--- src/zxuno_pkg.sv ---
`default_nettype none

//////////////////////////////
// Register bank constants
//////////////////////////////
package zxuno_pkg;

   localparam int IO_ADDR_W = 16;   // Z80 I/O address width
   localparam int DATA_W    = 8;    // CPU data bus width

   // I/O ports seen by the CPU
   localparam logic [IO_ADDR_W-1:0] ADDR_PORT = 16'hFC3B;  // Register number
   localparam logic [IO_ADDR_W-1:0] DATA_PORT = 16'hFD3B;  // Register contents

   // User toggle inputs latched as events
   localparam int EVENT_BITS = 5;

   // Extended register numbers
   typedef enum logic [DATA_W-1:0] {
      REG_EVENTS  = 8'h08,   // Sticky user events
      REG_SCRATCH = 8'hFE,   // General purpose byte
      REG_COREID  = 8'hFF    // Core id text stream
   } zxuno_reg_e;

endpackage

`default_nettype wire

--- src/zxuno_reg_if.sv ---
`timescale 1ns/1ps
`default_nettype none

// Register bank bus from the port decoder to the devices
interface zxuno_reg_if;

   logic [zxuno_pkg::DATA_W-1:0] zxuno_addr;   // Selected register
   logic [zxuno_pkg::DATA_W-1:0] wdata;        // Byte of the last data write
   logic                         regwr;        // Write pulse, one cycle
   logic                         regrd;        // Data read in progress
   logic                         regrd_done;   // Pulse after a data read ends
   logic                         regaddr_changed;

   // Port decoder side
   modport master (
      output zxuno_addr,
      output wdata,
      output regwr,
      output regrd,
      output regrd_done,
      output regaddr_changed
   );

   // Register devices only listen
   modport device (
      input zxuno_addr,
      input wdata,
      input regwr,
      input regrd,
      input regrd_done,
      input regaddr_changed
   );

endinterface

`default_nettype wire

--- src/core_id.sv ---
`timescale 1ns/1ps
`default_nettype none

module core_id #(
   parameter logic [63:0] CORE_ID_TEXT = {"ZXIO01", 16'h0000}   // First char in top byte
) (
   input  logic                         clk,
   input  logic                         rst_n,
   output logic [zxuno_pkg::DATA_W-1:0] dout,
   output logic                         oe_n,
   zxuno_reg_if.device                  bus
);

   // Slot of the first zero byte or the last slot for a full text
   function automatic logic [2:0] term_pos(input logic [63:0] text);
      logic [2:0] pos;
      pos = 3'd7;
      for (int i = 7; i >= 0; i--) begin
         if (text[(7 - i) * 8 +: 8] == 8'h00) begin
            pos = 3'(i);   // Lowest index wins
         end
      end
      return pos;
   endfunction

   localparam zxuno_pkg::zxuno_reg_e MY_REG = zxuno_pkg::REG_COREID;
   localparam logic [2:0] TERM_POS = term_pos(CORE_ID_TEXT);

   logic [2:0]                   ptr;        // Next character to return
   logic [zxuno_pkg::DATA_W-1:0] cur_char;
   logic                         reg_hit;    // Id register selected

   assign reg_hit  = (bus.zxuno_addr == MY_REG);
   assign cur_char = CORE_ID_TEXT[(7 - int'(ptr)) * 8 +: 8];

   always_ff @(posedge clk or negedge rst_n) begin
      if (!rst_n) begin
         ptr <= 3'd0;
      end else if (bus.regaddr_changed) begin
         ptr <= 3'd0;   // Restart the string
      end else if (bus.regrd_done && reg_hit) begin
         if (ptr == TERM_POS) begin
            ptr <= 3'd0;   // Terminator was just read
         end else begin
            ptr <= ptr + 3'd1;
         end
      end
   end

   //////////////////////////////
   // CPU readback
   //////////////////////////////
   assign dout = cur_char;
   assign oe_n = ~(bus.regrd & reg_hit);

   // Reading the zero byte sends the pointer home so it never runs past the text end
   assert property (@(posedge clk) disable iff (!rst_n)
      (bus.regrd_done && reg_hit && cur_char == 8'h00) |=> (ptr == 3'd0))
      else $error("core_id: pointer past terminator");

endmodule

`default_nettype wire

--- src/scratch_register.sv ---
`timescale 1ns/1ps
`default_nettype none

module scratch_register (
   input  logic                         clk,
   input  logic                         rst_n,
   output logic [zxuno_pkg::DATA_W-1:0] dout,
   output logic                         oe_n,
   zxuno_reg_if.device                  bus
);

   localparam zxuno_pkg::zxuno_reg_e MY_REG = zxuno_pkg::REG_SCRATCH;

   logic [zxuno_pkg::DATA_W-1:0] scratch;   // Stored byte
   logic                         reg_hit;

   assign reg_hit = (bus.zxuno_addr == MY_REG);

   // Byte only changes on a data write to this register
   always_ff @(posedge clk or negedge rst_n) begin
      if (!rst_n) begin
         scratch <= '0;
      end else if (bus.regwr && reg_hit) begin
         scratch <= bus.wdata;
      end
   end

   assign dout = scratch;
   assign oe_n = ~(bus.regrd & reg_hit);   // Drive only on our read

endmodule

`default_nettype wire

--- src/user_events.sv ---
`timescale 1ns/1ps
`default_nettype none

module user_events (
   input  logic                             clk,
   input  logic                             rst_n,
   input  logic [zxuno_pkg::EVENT_BITS-1:0] user_toggles,
   output logic [zxuno_pkg::DATA_W-1:0]     dout,
   output logic                             oe_n,
   output logic                             nmi_n,
   zxuno_reg_if.device                      bus
);

   localparam zxuno_pkg::zxuno_reg_e MY_REG = zxuno_pkg::REG_EVENTS;

   logic [zxuno_pkg::EVENT_BITS-1:0] toggles_q;   // Toggles one clock ago
   logic [zxuno_pkg::EVENT_BITS-1:0] rise;        // New rising edges
   logic [zxuno_pkg::EVENT_BITS-1:0] events;      // Sticky event bits
   logic [zxuno_pkg::EVENT_BITS-1:0] shown;       // Bits seen by the last read
   logic                             reg_hit;     // Events register selected
   logic                             clear;

   assign reg_hit = (bus.zxuno_addr == MY_REG);
   assign rise    = user_toggles & ~toggles_q;
   assign clear   = bus.regrd_done & reg_hit;   // Read of this register just ended

   always_ff @(posedge clk or negedge rst_n) begin
      if (!rst_n) begin
         toggles_q <= '0;
         events    <= '0;
         shown     <= '0;
         nmi_n     <= 1'b1;
      end else begin
         toggles_q <= user_toggles;
         nmi_n     <= ~|events;   // One clock behind the bits
         if (bus.regrd && reg_hit) begin
            shown <= events;
         end
         if (clear) begin
            events <= (events & ~shown) | rise;   // New edges survive the clear
         end else begin
            events <= events | rise;
         end
      end
   end

   //////////////////////////////
   // CPU readback
   //////////////////////////////
   assign dout = {{(zxuno_pkg::DATA_W - zxuno_pkg::EVENT_BITS){1'b0}}, events};
   assign oe_n = ~(bus.regrd & reg_hit);

   // A pending bit stays and holds NMI low until a read clears it
   assert property (@(posedge clk) disable iff (!rst_n)
      (|events && !clear) |=> (!nmi_n && |events))
      else $error("user_events: pending event lost or NMI not asserted");

endmodule

`default_nettype wire

--- src/zxuno_io.sv ---
`timescale 1ns/1ps
`default_nettype none

module zxuno_io #(
   parameter logic [63:0] CORE_ID_TEXT = {"ZXIO01", 16'h0000}
) (
   input  logic                             clk,
   input  logic                             rst_n,
   input  logic [zxuno_pkg::IO_ADDR_W-1:0]  a,
   input  logic [zxuno_pkg::DATA_W-1:0]     din,
   input  logic                             iorq_n,
   input  logic                             rd_n,
   input  logic                             wr_n,
   input  logic [zxuno_pkg::EVENT_BITS-1:0] user_toggles,
   output logic [zxuno_pkg::DATA_W-1:0]     cpu_dout,
   output logic                             cpu_oe_n,
   output logic                             nmi_n
);

   logic [zxuno_pkg::DATA_W-1:0] regs_dout;      // Register number readback
   logic [zxuno_pkg::DATA_W-1:0] id_dout;
   logic [zxuno_pkg::DATA_W-1:0] scratch_dout;
   logic [zxuno_pkg::DATA_W-1:0] events_dout;
   logic                         regs_oe_n;
   logic                         id_oe_n;
   logic                         scratch_oe_n;
   logic                         events_oe_n;

   zxuno_reg_if bus ();   // Shared register bank bus

   zxuno_regs u_regs (
      .clk(clk), .rst_n(rst_n), .a(a), .din(din), .iorq_n(iorq_n), .rd_n(rd_n), .wr_n(wr_n),
      .dout(regs_dout), .oe_n(regs_oe_n), .bus(bus)
   );

   core_id #(.CORE_ID_TEXT(CORE_ID_TEXT)) u_core_id (
      .clk(clk), .rst_n(rst_n), .dout(id_dout), .oe_n(id_oe_n), .bus(bus)
   );

   scratch_register u_scratch (
      .clk(clk), .rst_n(rst_n), .dout(scratch_dout), .oe_n(scratch_oe_n), .bus(bus)
   );

   user_events u_events (
      .clk(clk), .rst_n(rst_n), .user_toggles(user_toggles), .dout(events_dout),
      .oe_n(events_oe_n), .nmi_n(nmi_n), .bus(bus)
   );

   //////////////////////////////
   // CPU read data by priority
   //////////////////////////////
   always_comb begin
      if (!regs_oe_n) begin
         cpu_dout = regs_dout;      // Address port first
      end else if (!id_oe_n) begin
         cpu_dout = id_dout;
      end else if (!scratch_oe_n) begin
         cpu_dout = scratch_dout;
      end else if (!events_oe_n) begin
         cpu_dout = events_dout;
      end else begin
         cpu_dout = 8'hFF;          // Idle bus
      end
   end

   assign cpu_oe_n = regs_oe_n & id_oe_n & scratch_oe_n & events_oe_n;

endmodule

`default_nettype wire

--- src/zxuno_regs.sv ---
`timescale 1ns/1ps
`default_nettype none

module zxuno_regs (
   input  logic                            clk,
   input  logic                            rst_n,
   input  logic [zxuno_pkg::IO_ADDR_W-1:0] a,
   input  logic [zxuno_pkg::DATA_W-1:0]    din,
   input  logic                            iorq_n,
   input  logic                            rd_n,
   input  logic                            wr_n,
   output logic [zxuno_pkg::DATA_W-1:0]    dout,    // Address register readback
   output logic                            oe_n,
   zxuno_reg_if.master                     bus
);

   logic                         addr_sel;      // ADDR_PORT decoded
   logic                         data_sel;      // DATA_PORT decoded
   logic                         io_wr;         // Raw write strobe
   logic                         io_rd;         // Raw read strobe
   logic                         wr_prev;
   logic                         wr_edge;       // First cycle of a write
   logic                         data_rd;
   logic                         data_rd_prev;
   logic [zxuno_pkg::DATA_W-1:0] reg_addr;      // Current register number
   logic                         regwr_q;
   logic                         regaddr_changed_q;
   logic                         regrd_done_q;

   //////////////////////////////
   // Port decode
   //////////////////////////////
   assign addr_sel = (a == zxuno_pkg::ADDR_PORT);
   assign data_sel = (a == zxuno_pkg::DATA_PORT);
   assign io_wr    = ~iorq_n & ~wr_n;
   assign io_rd    = ~iorq_n & ~rd_n;
   assign wr_edge  = io_wr & ~wr_prev;   // Long strobes count once
   assign data_rd  = io_rd & data_sel;

   always_ff @(posedge clk or negedge rst_n) begin
      if (!rst_n) begin
         wr_prev           <= 1'b0;
         data_rd_prev      <= 1'b0;
         reg_addr          <= '0;
         regwr_q           <= 1'b0;
         regaddr_changed_q <= 1'b0;
         regrd_done_q      <= 1'b0;
      end else begin
         wr_prev           <= io_wr;
         data_rd_prev      <= data_rd;
         regwr_q           <= wr_edge & data_sel;
         regaddr_changed_q <= wr_edge & addr_sel;   // Every address write even with the same value
         regrd_done_q      <= data_rd_prev & ~data_rd;  // Falling edge of the read
         if (wr_edge && addr_sel) begin
            reg_addr <= din;
         end
      end
   end

   // Data byte for the devices is qualified by regwr
   always_ff @(posedge clk) begin
      if (wr_edge && data_sel) begin
         bus.wdata <= din;
      end
   end

   //////////////////////////////
   // Register bank side
   //////////////////////////////
   assign bus.zxuno_addr      = reg_addr;
   assign bus.regwr           = regwr_q;
   assign bus.regrd           = data_rd;   // Level, follows the strobe
   assign bus.regrd_done      = regrd_done_q;
   assign bus.regaddr_changed = regaddr_changed_q;

   // CPU reads back the register number
   assign dout = reg_addr;
   assign oe_n = ~(io_rd & addr_sel);

   // Devices never see a write and a read in the same cycle
   assert property (@(posedge clk) disable iff (!rst_n) !(bus.regwr && bus.regrd))
      else $error("zxuno_regs: regwr and regrd high together");

endmodule

`default_nettype wire
--- config.mk ---
export PLATFORM = sky130hd
export DESIGN_NAME = zxuno_io
export DESIGN_NICKNAME = d
export VERILOG_FILES = /design/src/zxuno_pkg.sv /design/src/zxuno_reg_if.sv /design/src/core_id.sv /design/src/scratch_register.sv /design/src/user_events.sv /design/src/zxuno_io.sv /design/src/zxuno_regs.sv
export SDC_FILE = /design/constraint.sdc
export NUM_CORES = 1
export LEC_CHECK = 0
export BUFFER_PORTS_ARGS = -buffer_cell sky130_fd_sc_hd__buf_4
export CORE_MARGIN = 2
export CORE_UTILIZATION = 40
export CTS_CLUSTER_DIAMETER = 30
export DETAILED_ROUTE_END_ITERATION = 8
export PLACE_DENSITY = 0.73
export SLEW_MARGIN = 25
export SYNTH_ARGS = -nofsm -noshare
export SYNTH_HDL_FRONTEND = slang
export SYNTH_SLANG_ARGS = --single-unit
--- constraint.sdc ---
create_clock -name clk -period 2 [get_ports clk]
set_input_delay 0.4 -clock clk [delete_from_list [all_inputs] [get_ports clk]]
set_output_delay 0.4 -clock clk [all_outputs]
set_load 0.01 [all_outputs]
==> summary.txt, run 1 <==
Outcome
  • Status: finished with violations
  • Violations in the final reports: negative setup slack

Final layout
  • Filler cells: 478
  • Layout cell share with drive strength beyond 1: 44.86%
  • Ant diodes: 0
  • Nets: 280
  • P&R area growth vs syn: 30.91%
  • Final instance area: 2994 um2

Flow run
  • Total of max-cap violations: 0

Timing
  • F_max: 450.2 MHz
  • Final setup viols: 9
  • Final Cycle Share: 111.1%
  • Headroom to the max-slew limit: 66.64%
  • Layout Skew: 0.004368 ns
  • Slew @ Worst Pin: 0.5004 ns
  • Min Hold Slack: 0.06413 ns
  • RSZ-0062 raised after global routing: true
  • Final slew viol count: 0
  • Final Hold Violating Endpoints: 0
  • PnR worst setup slack: -0.2215 ns
  • Tmin final: 2.221 ns

Floorplan
  • Die X: 79.62 um
  • Row count: 27
  • Die area: 6339 um2
  • Die height: 79.62 um
  • Initial core utilization: 41.54%
  • Number of I/O pins: 44
  • Area of the core: 5507 um2

Synthesis
  • Synth area leaders: dfrtp_1 43%, edfxtp_1 11%, mux2_2 7.9%
  • Syn Std Cell Area: 2287 um2
  • Post-synth top area share: 42.67%
  • Most frequent cell after synthesis: dfrtp_1
  • Count of cell types in the netlist: 46
  • Synthesis-stage register bit count: 48
  • Main synth FF type: dfrtp_1
  • Ys async rst share: 83.33%
  • Post-synthesis cell count: 177
  • Average size of a mapped cell: 12.92 um2
  • Post-synth EDFFs: 8
  • Leading area contributor after synthesis: dfrtp_1
  • Most frequent cells after synthesis: 39 x dfrtp_1, 16 x mux2_2, 9 x inv_1, 9 x nor2_1, 8 x edfxtp_1
  • Syn nets: 215
  • Yosys warnings: 0
  • Sequential fraction of the synthesis area: 54.32%

Detailed routing
  • DR WL/cell: 15.37 um
  • Routed WL: 4841 um
  • DRC viols: 0
  • Initial DRC count: 57
  • Via count: 1640
  • DRT Pass-1 Iters: 4
  • Antenna Violating Nets Remaining: 0
  • Mean number of vias per cell: 5.206

Global route
  • Vias in the first global route: 1738
  • First-pass GRT wire length: 8280 um
  • Initial antenna violation count: 0
  • Largest net degree at the start of global routing: 41
  • GRT Total Usage: 17.34%
  • Overflow after GRT: 0

Pwr
  • Psw: 335.5 uW
  • Internal Power: 1.418 mW
  • Static leakage: 1.371 nW
  • Sequential power share: 57.0%
  • Pwr/cell area: 585.8 nW/um2
  • Logic pwr share: 4.9%
  • Max VDD drop: 360.1 uV
  • Switch share: 19.13%
  • Clock power share: 38.1%

Critical path
  • Startpoint types: flip-flop
  • Worst-path maximum fanout: 4
  • CP Cell Sequence: nor4b_4 > nand2_2 > a2bb2oi_1 > o32a_1 > buf_4
  • CP delay by family, top: simple AND/OR/NAND/NOR gates
  • CP required: 1.60 ns
  • CP arrival: 1.82 ns
  • Worst reg2reg path endpoint: u_events.shown[3]
  • Cells on worst reg2reg path: 6
  • CP max stage delay: 0.43 ns
  • FF-to-FF Start: u_regs.bus.zxuno_addr[2]
  • Crit end category: primary output
  • Worst Path Buf+Inv: 1
  • Worst path slowest cell: dfrtp_1
  • Reg2reg setup slack: 0.13 ns
  • Kind of critical path: reg -> out

Clock network
  • Root buf cell: clkbuf_8
  • H-tree Lvls: 2
  • Num CTS Buffers: 5
  • Clk_lat worst skew: 0.30 ns
  • Maximum clock path buffer count: 2
  • Clk sinks: 48
  • Reg clk slew, reported paths: 0.08 ns
  • CTS tree: done
  • Post-CTS setup buffers: 0

Placed design
  • DP Wirelength: 3612 um
  • DP Area: 2844 um2
  • IO buf count: 43
  • GP Congestion: 0.8494

Hold path
  • HP Class: in -> async
worst register-to-register path: cells and delay by family (launching register included):
family / cells / cell delay (ns)
simple gates: 3 / 0.73
flops: 1 / 0.43
mux: 1 / 0.30
buf+inv: 2 / 0.29
sequential cells by signal, indices dropped and copies added (netlist names):
signal / count
u_regs.bus.regrd_done: 1
u_events.toggles_q: 5
u_regs.data_rd_prev: 1
u_scratch.dout: 8
u_regs.wr_prev: 1
u_regs.bus.regwr: 1
u_core_id.ptr: 3
u_regs.bus.regaddr_changed: 1
u_events.events: 5
u_events.nmi_n: 1
u_events.shown: 5
u_regs.bus.wdata: 8
u_regs.bus.zxuno_addr: 8
cells by family (layout without fill, tap and decap cells):
kind of cell | Yosys count | after routing | share of synthesized area (%)
AND/OR/NAND/NOR | 58 | 58 | 18.00
flip-flops | 48 | 48 | 54.32
AO/OA/AOI/OAI | 26 | 26 | 9.081
multiplexers | 25 | 25 | 12.91
buffers and inverters | 16 | 82 | 3.501
adder cells (fa/ha/maj) | 4 | 4 | 2.188
layer usage:
metal | GRT usage, % | vias up | part of all wire, %
met5 | 0 | - | 0
met4 | 6.379 | 0 | 1.5
met3 | 3.620 | 6 | 3.8
met2 | 28.32 | 36 | 48
met1 | 22.71 | 815 | 46
li1 | - | 783 | -
power groups by stage:
stage          sequential, mW  clock, mW  combinational [mW]
5_1_grt                  1.00      0.742              0.0964
2_1_floorplan            1.02          0              0.0123
3_5_place_dp             1.02          0              0.0874
6_report                 1.00      0.669              0.0852
3_3_place_gp             1.02          0              0.0856
4_1_cts                  1.00      0.694              0.0877
how the worst max path moves through the flow:
stage / to / from / cells past startpoint / slack [ns]
final: cpu_dout[2] / u_regs.bus.zxuno_addr[2] / 5 / -0.22
after global routing: cpu_dout[2] / u_regs.bus.zxuno_addr[2] / 5 / -0.31
after CTS: cpu_dout[2] / u_regs.bus.zxuno_addr[0] / 5 / -0.22
after detailed placement: cpu_dout[3] / a[7] / 6 / -0.19
after global placement: cpu_dout[3] / a[7] / 6 / -0.15
after floorplan: cpu_dout[3] / a[9] / 4 / 0.08
layout make-up:
cell class,instances,area (um2),area share (%)
sequential,48,1246,41.62
clock inverter,2,35.03,1.170
tap,72,90.09,3.009
inverter,9,33.78,1.128
multi-input combinational,113,992.2,33.14
timing repair buffer,65,524.3,17.51
clock buffer,6,72.57,2.424
metrics by stage:
| stage | utilization, % | cells | power (mW) | setup WS, ns | setup TNS, ns |
|---|---|---|---|---|---|
| after floorplan | - | 177 | 1.032 | 0.07734 | 0 |
| after global placement | 51.65 | 307 | 1.105 | -0.1511 | -0.8508 |
| after detailed placement | 51.65 | 307 | 1.107 | -0.1867 | -1.075 |
| after CTS | 54.31 | 315 | 1.781 | -0.2191 | -1.634 |
| after global routing | 54.37 | 315 | 1.839 | -0.3149 | -2.481 |
| final | 54.37 | 315 | 1.754 | -0.2215 | -1.664 |
cell usage in the layout, fill, tap and decap left out, drive strengths merged, types with 2 or more instances in the layout:
| master | n |
|---|---|
| mux2 | 21 |
| nor2 | 10 |
| nor3 | 4 |
| o32a | 4 |
| nand4 | 3 |
| a2bb2oi | 4 |
| mux2i | 4 |
| nand2 | 4 |
| a21oi | 5 |
| a21o | 2 |
| and3 | 3 |
| ha | 4 |
| nand3b | 3 |
| clkbuf | 6 |
| inv | 9 |
| dfrtp | 39 |
| and3b | 4 |
| a22o | 5 |
| nand3 | 7 |
| nor4 | 2 |
| and4 | 3 |
| nand2b | 6 |
| and2 | 2 |
| edfxtp | 8 |
| buf | 65 |
| o22a | 2 |
what timing repair did:
| item | 4_1_cts | 5_1_grt |
|---|---|---|
| gates resized for setup | 11 | 1 |
| hold buffers | 0 | 0 |
| setup endpoints to repair | 9 | 9 |
| hold endpoints to repair | 0 | 0 |
| pin swaps | 11 | 0 |
Power figures use the tool's default switching activity.
==> run 2: changes to the inputs <==
--- a/config.mk
+++ b/config.mk
@@ -11,6 +11,7 @@
 export CTS_CLUSTER_DIAMETER = 30
 export DETAILED_ROUTE_END_ITERATION = 8
 export PLACE_DENSITY = 0.73
+export RECOVER_POWER = 50
 export SLEW_MARGIN = 25
 export SYNTH_ARGS = -nofsm -noshare
 export SYNTH_HDL_FRONTEND = slang
==> summary.txt, run 2 (same netlist as run 1, synthesis figures left out) <==
Floorplan
  • Die height: 79.62 um (unchanged)
  • Initial core utilization: 41.54% (unchanged)
  • Die X: 79.62 um (unchanged)
  • Area of the core: 5507 um2 (unchanged)
  • Number of I/O pins: 44 (unchanged)
  • Die area: 6339 um2 (unchanged)
  • Row count: 27 (unchanged)

Clock network
  • Hold_buf cts: 0 (unchanged)
  • Post-CTS setup buffers: 0 (unchanged)
  • Num CTS Buffers: 5 (unchanged)
  • Reg clk slew, reported paths: 0.08 ns (about the same)
  • H-tree Lvls: 2 (unchanged)
  • Maximum clock path buffer count: 2 (unchanged)
  • Clk_lat worst skew: 0.30 ns (about the same)
  • Clk sinks: 48 (unchanged)
  • CTS tree: done
  • Root buf cell: clkbuf_8

Timing
  • Headroom to the max-slew limit: 34.95% (-32 points)
  • Tmin final: 2.221 ns (-0.0004530 ns)
  • Layout Skew: 0.004356 ns (-0.00001202 ns)
  • F_max: 450.2 MHz (about the same)
  • Final setup viols: 9 (unchanged)
  • PnR worst setup slack: -0.2210 ns (+0.0004530 ns)
  • Final Hold Violating Endpoints: 0 (unchanged)
  • Final slew viol count: 0 (unchanged)
  • Final Cycle Share: 111.1% (about the same)
  • Slew @ Worst Pin: 0.9757 ns (+0.4753 ns)
  • RSZ-0062 raised after global routing: true

Final layout
  • Ant diodes: 0 (unchanged)
  • Most common cell after layout, fill and taps aside: buf_4
  • P&R area growth vs syn: 30.47%
  • Nets: 280 (unchanged)
  • Finished Layout Cells: 315 (unchanged)
  • Layout cell share with drive strength beyond 1: 44.03% (-0.82 points)
  • Final instance area: 2984 um2 (-0.33%)
  • Commonest non-fill, non-tap cells in the layout: 45 x buf_4, 36 x dfrtp_1, 16 x mux2_2

Pwr
  • Pwr/cell area: 586.5 nW/um2 (+0.12%)
  • Clock power share: 38.2% (about the same)
  • Logic pwr share: 4.7% (-0.2 points)
  • Static leakage: 1.361 nW (-0.75%)
  • Psw: 335.1 uW (-0.12%)
  • Sequential power share: 57.1% (about the same)
  • Max VDD drop: 359.6 uV (-0.14%)
  • Switch share: 19.15% (+0.020 points)
  • Internal Power: 1.415 mW (-0.24%)

Hold path
  • HP Class: in -> reg

Critical path
  • CP Cell Sequence: nor4b_4 > nand2_2 > a2bb2oi_1 > o32a_1 > buf_4
  • CP max stage delay: 0.43 ns (about the same)
  • CP arrival: 1.82 ns (about the same)
  • Worst Path Buf+Inv: 1 (unchanged)
  • CP delay by family, top: simple AND/OR/NAND/NOR gates
  • CP required: 1.60 ns (about the same)
  • Worst-path maximum fanout: 4 (unchanged)
  • Startpoint types: flip-flop
  • Crit end category: primary output
  • Kind of critical path: reg -> out
  • Worst path slowest cell: dfrtp_1

Placed design
  • IO buf count: 43 (unchanged)
  • DP Area: 2844 um2 (unchanged)
  • DP Wirelength: 3612 um (unchanged)
  • GP Congestion: 0.8494 (unchanged)
  • Inst Count DP: 307 (unchanged)

Global route
  • First-pass GRT wire length: 8280 um (unchanged)
  • Largest net degree at the start of global routing: 41 (unchanged)
  • Initial antenna violation count: 0 (unchanged)
  • Vias in the first global route: 1738 (unchanged)
  • Overflow after GRT: 0 (unchanged)
  • GRT Total Usage: 17.34% (unchanged)

Outcome
  • Violations in the final reports: negative setup slack
  • Status: finished with violations

Detailed routing
  • DRT Pass-1 Iters: 4 (unchanged)
  • Routed WL: 4822 um (-0.39%)
  • Antenna Violating Nets Remaining: 0 (unchanged)
  • Mean number of vias per cell: 5.187 (-0.37%)
  • DRC viols: 0 (unchanged)
  • Initial DRC count: 48 (-16%)
  • DR WL/cell: 15.31 um (-0.39%)
  • Via count: 1634 (-0.37%)

Flow run
  • Total of max-cap violations: 0 (unchanged)
[run 2: changes by cell type in the layout (fill, tap and decap cells not counted)]
cell / previous run / this run
clkbuf_2: 0 / 1
clkbuf_4: 0 / 12
buf_4: 60 / 45
clkbuf_1: 1 / 3
[run 2: path summary, 6_finish.rpt]
kind | start | end | slack [ns] | cells past startpoint
setup / recovery | u_regs.bus.zxuno_addr[2] | cpu_dout[2] | -0.22 | 5
hold / removal | user_toggles[2] | u_events.toggles_q[2] | 0.24 | 1
setup reg to reg | u_regs.bus.zxuno_addr[2] | u_events.shown[3] | 0.14 | 6
hold reg to reg | u_regs.data_rd_prev | u_regs.bus.regrd_done | 0.46 | 1
max in group asynchronous | rst_n | u_regs.bus.zxuno_addr[5] | 1.08 | 1
min in group asynchronous | rst_n | u_core_id.ptr[1] | 0.25 | 1
[run 2: timing repair]
item | in CTS | in global routing
gates resized for setup | 11 | 1
endpoints found under the setup margin | 9 | 9
pin swaps | 11 | 0
gates cloned | 0 | 0
[run 2: metal layers]
metal | routed length (um) | vias to the layer above | global-route usage (%)
met3 | 176 | 6 | 3.620
met2 | 2345 | 36 | 28.32
met4 | 72 | 0 | 6.379
met5 | 0 | - | 0
met1 | 2227 | 808 | 22.71
li1 | - | 784 | -
[run 2: stage by stage]
stage	TNS, ns	worst slack [ns]	util [%]	power, mW	hold WS (ns)
floorplan	0	0.07734	-	1.032	0.1044
detailed placement	-1.075	-0.1867	51.65	1.107	0.4073
CTS	-1.634	-0.2191	54.31	1.781	0.08213
global route	-2.481	-0.3149	54.19	1.836	0.2235
global placement	-0.8508	-0.1511	51.65	1.105	0.4031
finish	-1.659	-0.2210	54.19	1.750	0.2373
[run 2: power groups by stage]
stage / Sequential (mW) / Combinational [mW] / Clock (mW)
after global routing: 1.00 / 0.0929 / 0.742
after floorplan: 1.02 / 0.0123 / 0
after CTS: 1.00 / 0.0877 / 0.694
final: 1.00 / 0.0817 / 0.669
after global placement: 1.02 / 0.0856 / 0
after detailed placement: 1.02 / 0.0874 / 0
[run 2: final cells by class]
class	count	area [um2]
clock buffers	6	72.57
clock inverters	2	35.03
fillers	481	2522
inverters	9	33.78
multi-input cells	113	992.2
flip-flops and latches	48	1246
well taps	72	90.09
repair buffers	65	514.2
==> run 3: changes to the inputs <==
--- a/config.mk
+++ b/config.mk
@@ -5,7 +5,7 @@
 export SDC_FILE = /design/constraint.sdc
 export NUM_CORES = 1
 export LEC_CHECK = 0
-export BUFFER_PORTS_ARGS = -buffer_cell sky130_fd_sc_hd__buf_4
+export BUFFER_PORTS_ARGS = -buffer_cell sky130_fd_sc_hd__clkbuf_2
 export CORE_MARGIN = 2
 export CORE_UTILIZATION = 40
 export CTS_CLUSTER_DIAMETER = 30
==> summary.txt, run 3 (same netlist as run 1, synthesis figures left out) <==
Final layout
  • Nets: 283 (+1.1%)
  • Fin util: 52.69% (-1.5 points)
  • Commonest non-fill, non-tap cells in the layout: 35 x dfrtp_1, 29 x clkbuf_2, 19 x buf_4
  • Layout cell share with drive strength beyond 1: 43.09% (-0.94 points)
  • Ant diodes: 0 (unchanged)
  • P&R area growth vs syn: 26.86%
  • Most common cell after layout, fill and taps aside: dfrtp_1
  • Final instance area: 2902 um2 (-2.8%)

Clock network
  • CTS tree: done
  • H-tree Lvls: 2 (unchanged)
  • Root buf cell: clkbuf_8
  • Maximum clock path buffer count: 2 (unchanged)
  • Clk_lat worst skew: 0.30 ns (about the same)
  • Clk sinks: 48 (unchanged)
  • Num CTS Buffers: 5 (unchanged)
  • Reg clk slew, reported paths: 0.09 ns (about the same)

Placed design
  • DP Area: 2721 um2 (-4.3%)
  • DP Wirelength: 3595 um (-0.46%)
  • IO buf count: 43 (unchanged)
  • Pre-CTS setup slack: -0.1361 ns (+0.05060 ns)
  • GP Congestion: 0.8954 (+5.4%)

Critical path
  • Kind of critical path: reg -> out
  • CP arrival: 1.85 ns (+0.03 ns)
  • Startpoint types: flip-flop
  • Crit end category: primary output
  • Reg2reg setup slack: 0.12 ns (-0.02 ns)
  • CP required: 1.60 ns (about the same)
  • CP max stage delay: 0.42 ns (about the same)
  • FF-to-FF Start: u_regs.bus.zxuno_addr[5]
  • Worst path slowest cell: dfrtp_1
  • Worst reg2reg path endpoint: u_events.shown[1]
  • Cells on worst reg2reg path: 6 (unchanged)
  • Worst-path maximum fanout: 4 (unchanged)
  • CP Cell Sequence: nor4b_4 > nand2_2 > a2bb2oi_1 > o32a_1 > clkbuf_2

Detailed routing
  • DRT Pass-1 Iters: 7 (+3)
  • Mean number of vias per cell: 5.116 (-1.4%)
  • DRC viols: 0 (unchanged)
  • Via count: 1627 (-0.43%)
  • DR WL/cell: 15.15 um (-1.0%)
  • Antenna Violating Nets Remaining: 0 (unchanged)
  • Initial DRC count: 51 (+6.3%)
  • Routed WL: 4817 um (-0.10%)

Timing
  • Min Hold Slack: 0.2238 ns (-0.01347 ns)
  • Final setup viols: 9 (unchanged)
  • PnR worst setup slack: -0.2470 ns (-0.02601 ns)
  • Final slew viol count: 0 (unchanged)
  • RSZ-0062 raised after global routing: true
  • Final Hold Violating Endpoints: 0 (unchanged)
  • Slew @ Worst Pin: 0.9672 ns (-0.008479 ns)
  • Tmin final: 2.247 ns (+0.02600 ns)
  • Final Cycle Share: 112.4% (+1.3 points)
  • Headroom to the max-slew limit: 35.52% (+0.57 points)
  • Layout Skew: 0.006931 ns (+0.002575 ns)
  • F_max: 445.0 MHz (-1.2%)

Hold path
  • Hold Path Origin: user_toggles[4]
  • HP Class: in -> reg
  • Hold Path End: u_events.toggles_q[4]
  • Worst hold path depth: 1 (unchanged)

Pwr
  • Max VDD drop: 400.1 uV (+11%)
  • Overall Power: 1.616 mW (-7.6%)
  • Pwr/cell area: 557.0 nW/um2 (-5.0%)
  • Static leakage: 1.311 nW (-3.7%)

Floorplan
  • Die area: 6339 um2 (unchanged)
  • Die height: 79.62 um (unchanged)
  • Initial core utilization: 41.54% (unchanged)
  • Die X: 79.62 um (unchanged)
  • Area of the core: 5507 um2 (unchanged)
  • Number of I/O pins: 44 (unchanged)
  • Row count: 27 (unchanged)

Outcome
  • Status: finished with violations
  • Violations in the final reports: negative setup slack

Global route
  • GRT Total Usage: 17.15% (-0.19 points)
  • Overflow after GRT: 0 (unchanged)
  • First-pass GRT wire length: 8204 um (-0.92%)
  • Initial antenna violation count: 0 (unchanged)
  • Vias in the first global route: 1698 (-2.3%)
  • Largest net degree at the start of global routing: 41 (unchanged)

Flow run
  • Total of max-cap violations: 0 (unchanged)
[run 3: final cells by class]
class	instances	area, um2
multi-input combinational	113	1023
tap	72	90.09
timing repair buffer	68	422.9
clock buffer	6	72.57
clock inverter	2	11.26
sequential	48	1247
fill	494	2605
inverter	9	33.78
[run 3: worst max-delay path by stage]
stage	from	to	slack (ns)	depth (start not counted)
global route	u_regs.bus.zxuno_addr[0]	cpu_dout[4]	-0.33	5
detailed placement	a[7]	cpu_dout[3]	-0.14	6
CTS	u_regs.bus.zxuno_addr[2]	cpu_dout[3]	-0.25	5
floorplan	a[9]	cpu_dout[3]	0.08	4
finish	u_regs.bus.zxuno_addr[0]	cpu_dout[4]	-0.25	5
global placement	a[7]	cpu_dout[3]	-0.11	6
[run 3: report_power, final]
group          total [mW]  switching, mW  leakage, nW  internal [mW]
combinational      0.0669         0.0372        0.690         0.0297
clock               0.550          0.307       0.0388          0.243
sequential           1.00        0.00172        0.582          0.998
total                1.62          0.346         1.31           1.27
[run 3: per-layer routing]
| layer | global-route usage [%] | up-vias | routed length [um] |
|---|---|---|---|
| li1 | - | 795 | - |
| met1 | 20.93 | 803 | 2166 |
| met2 | 29.16 | 24 | 2438 |
| met3 | 3.733 | 5 | 154 |
| met4 | 7.241 | 0 | 58 |
| met5 | 0 | - | 0 |
[run 3: worst max-delay path, delay by kind of cell (launching register included)]
family	cells	cell delay, ns
DFF	1	0.42
buffers and inverters	1	0.14
and+or+nand+nor	2	0.50
AOI/OAI and AO/OA	2	0.48
[run 3: what timing repair did]
item                                    in CTS  in global routing
gates resized for setup                     11                 13
gates cloned                                 0                  0
pin swaps                                    8                  9
hold buffers                                 0                  0
buffers inserted                             3                  2
endpoints found under the setup margin       9                 14
[run 3: through the flow]
step | cells | setup TNS [ns]
2_1_floorplan | 177 | 0
3_3_place_gp | 305 | -0.4988
3_5_place_dp | 305 | -0.6403
4_1_cts | 316 | -1.882
5_1_grt | 318 | -2.479
6_report | 318 | -1.704
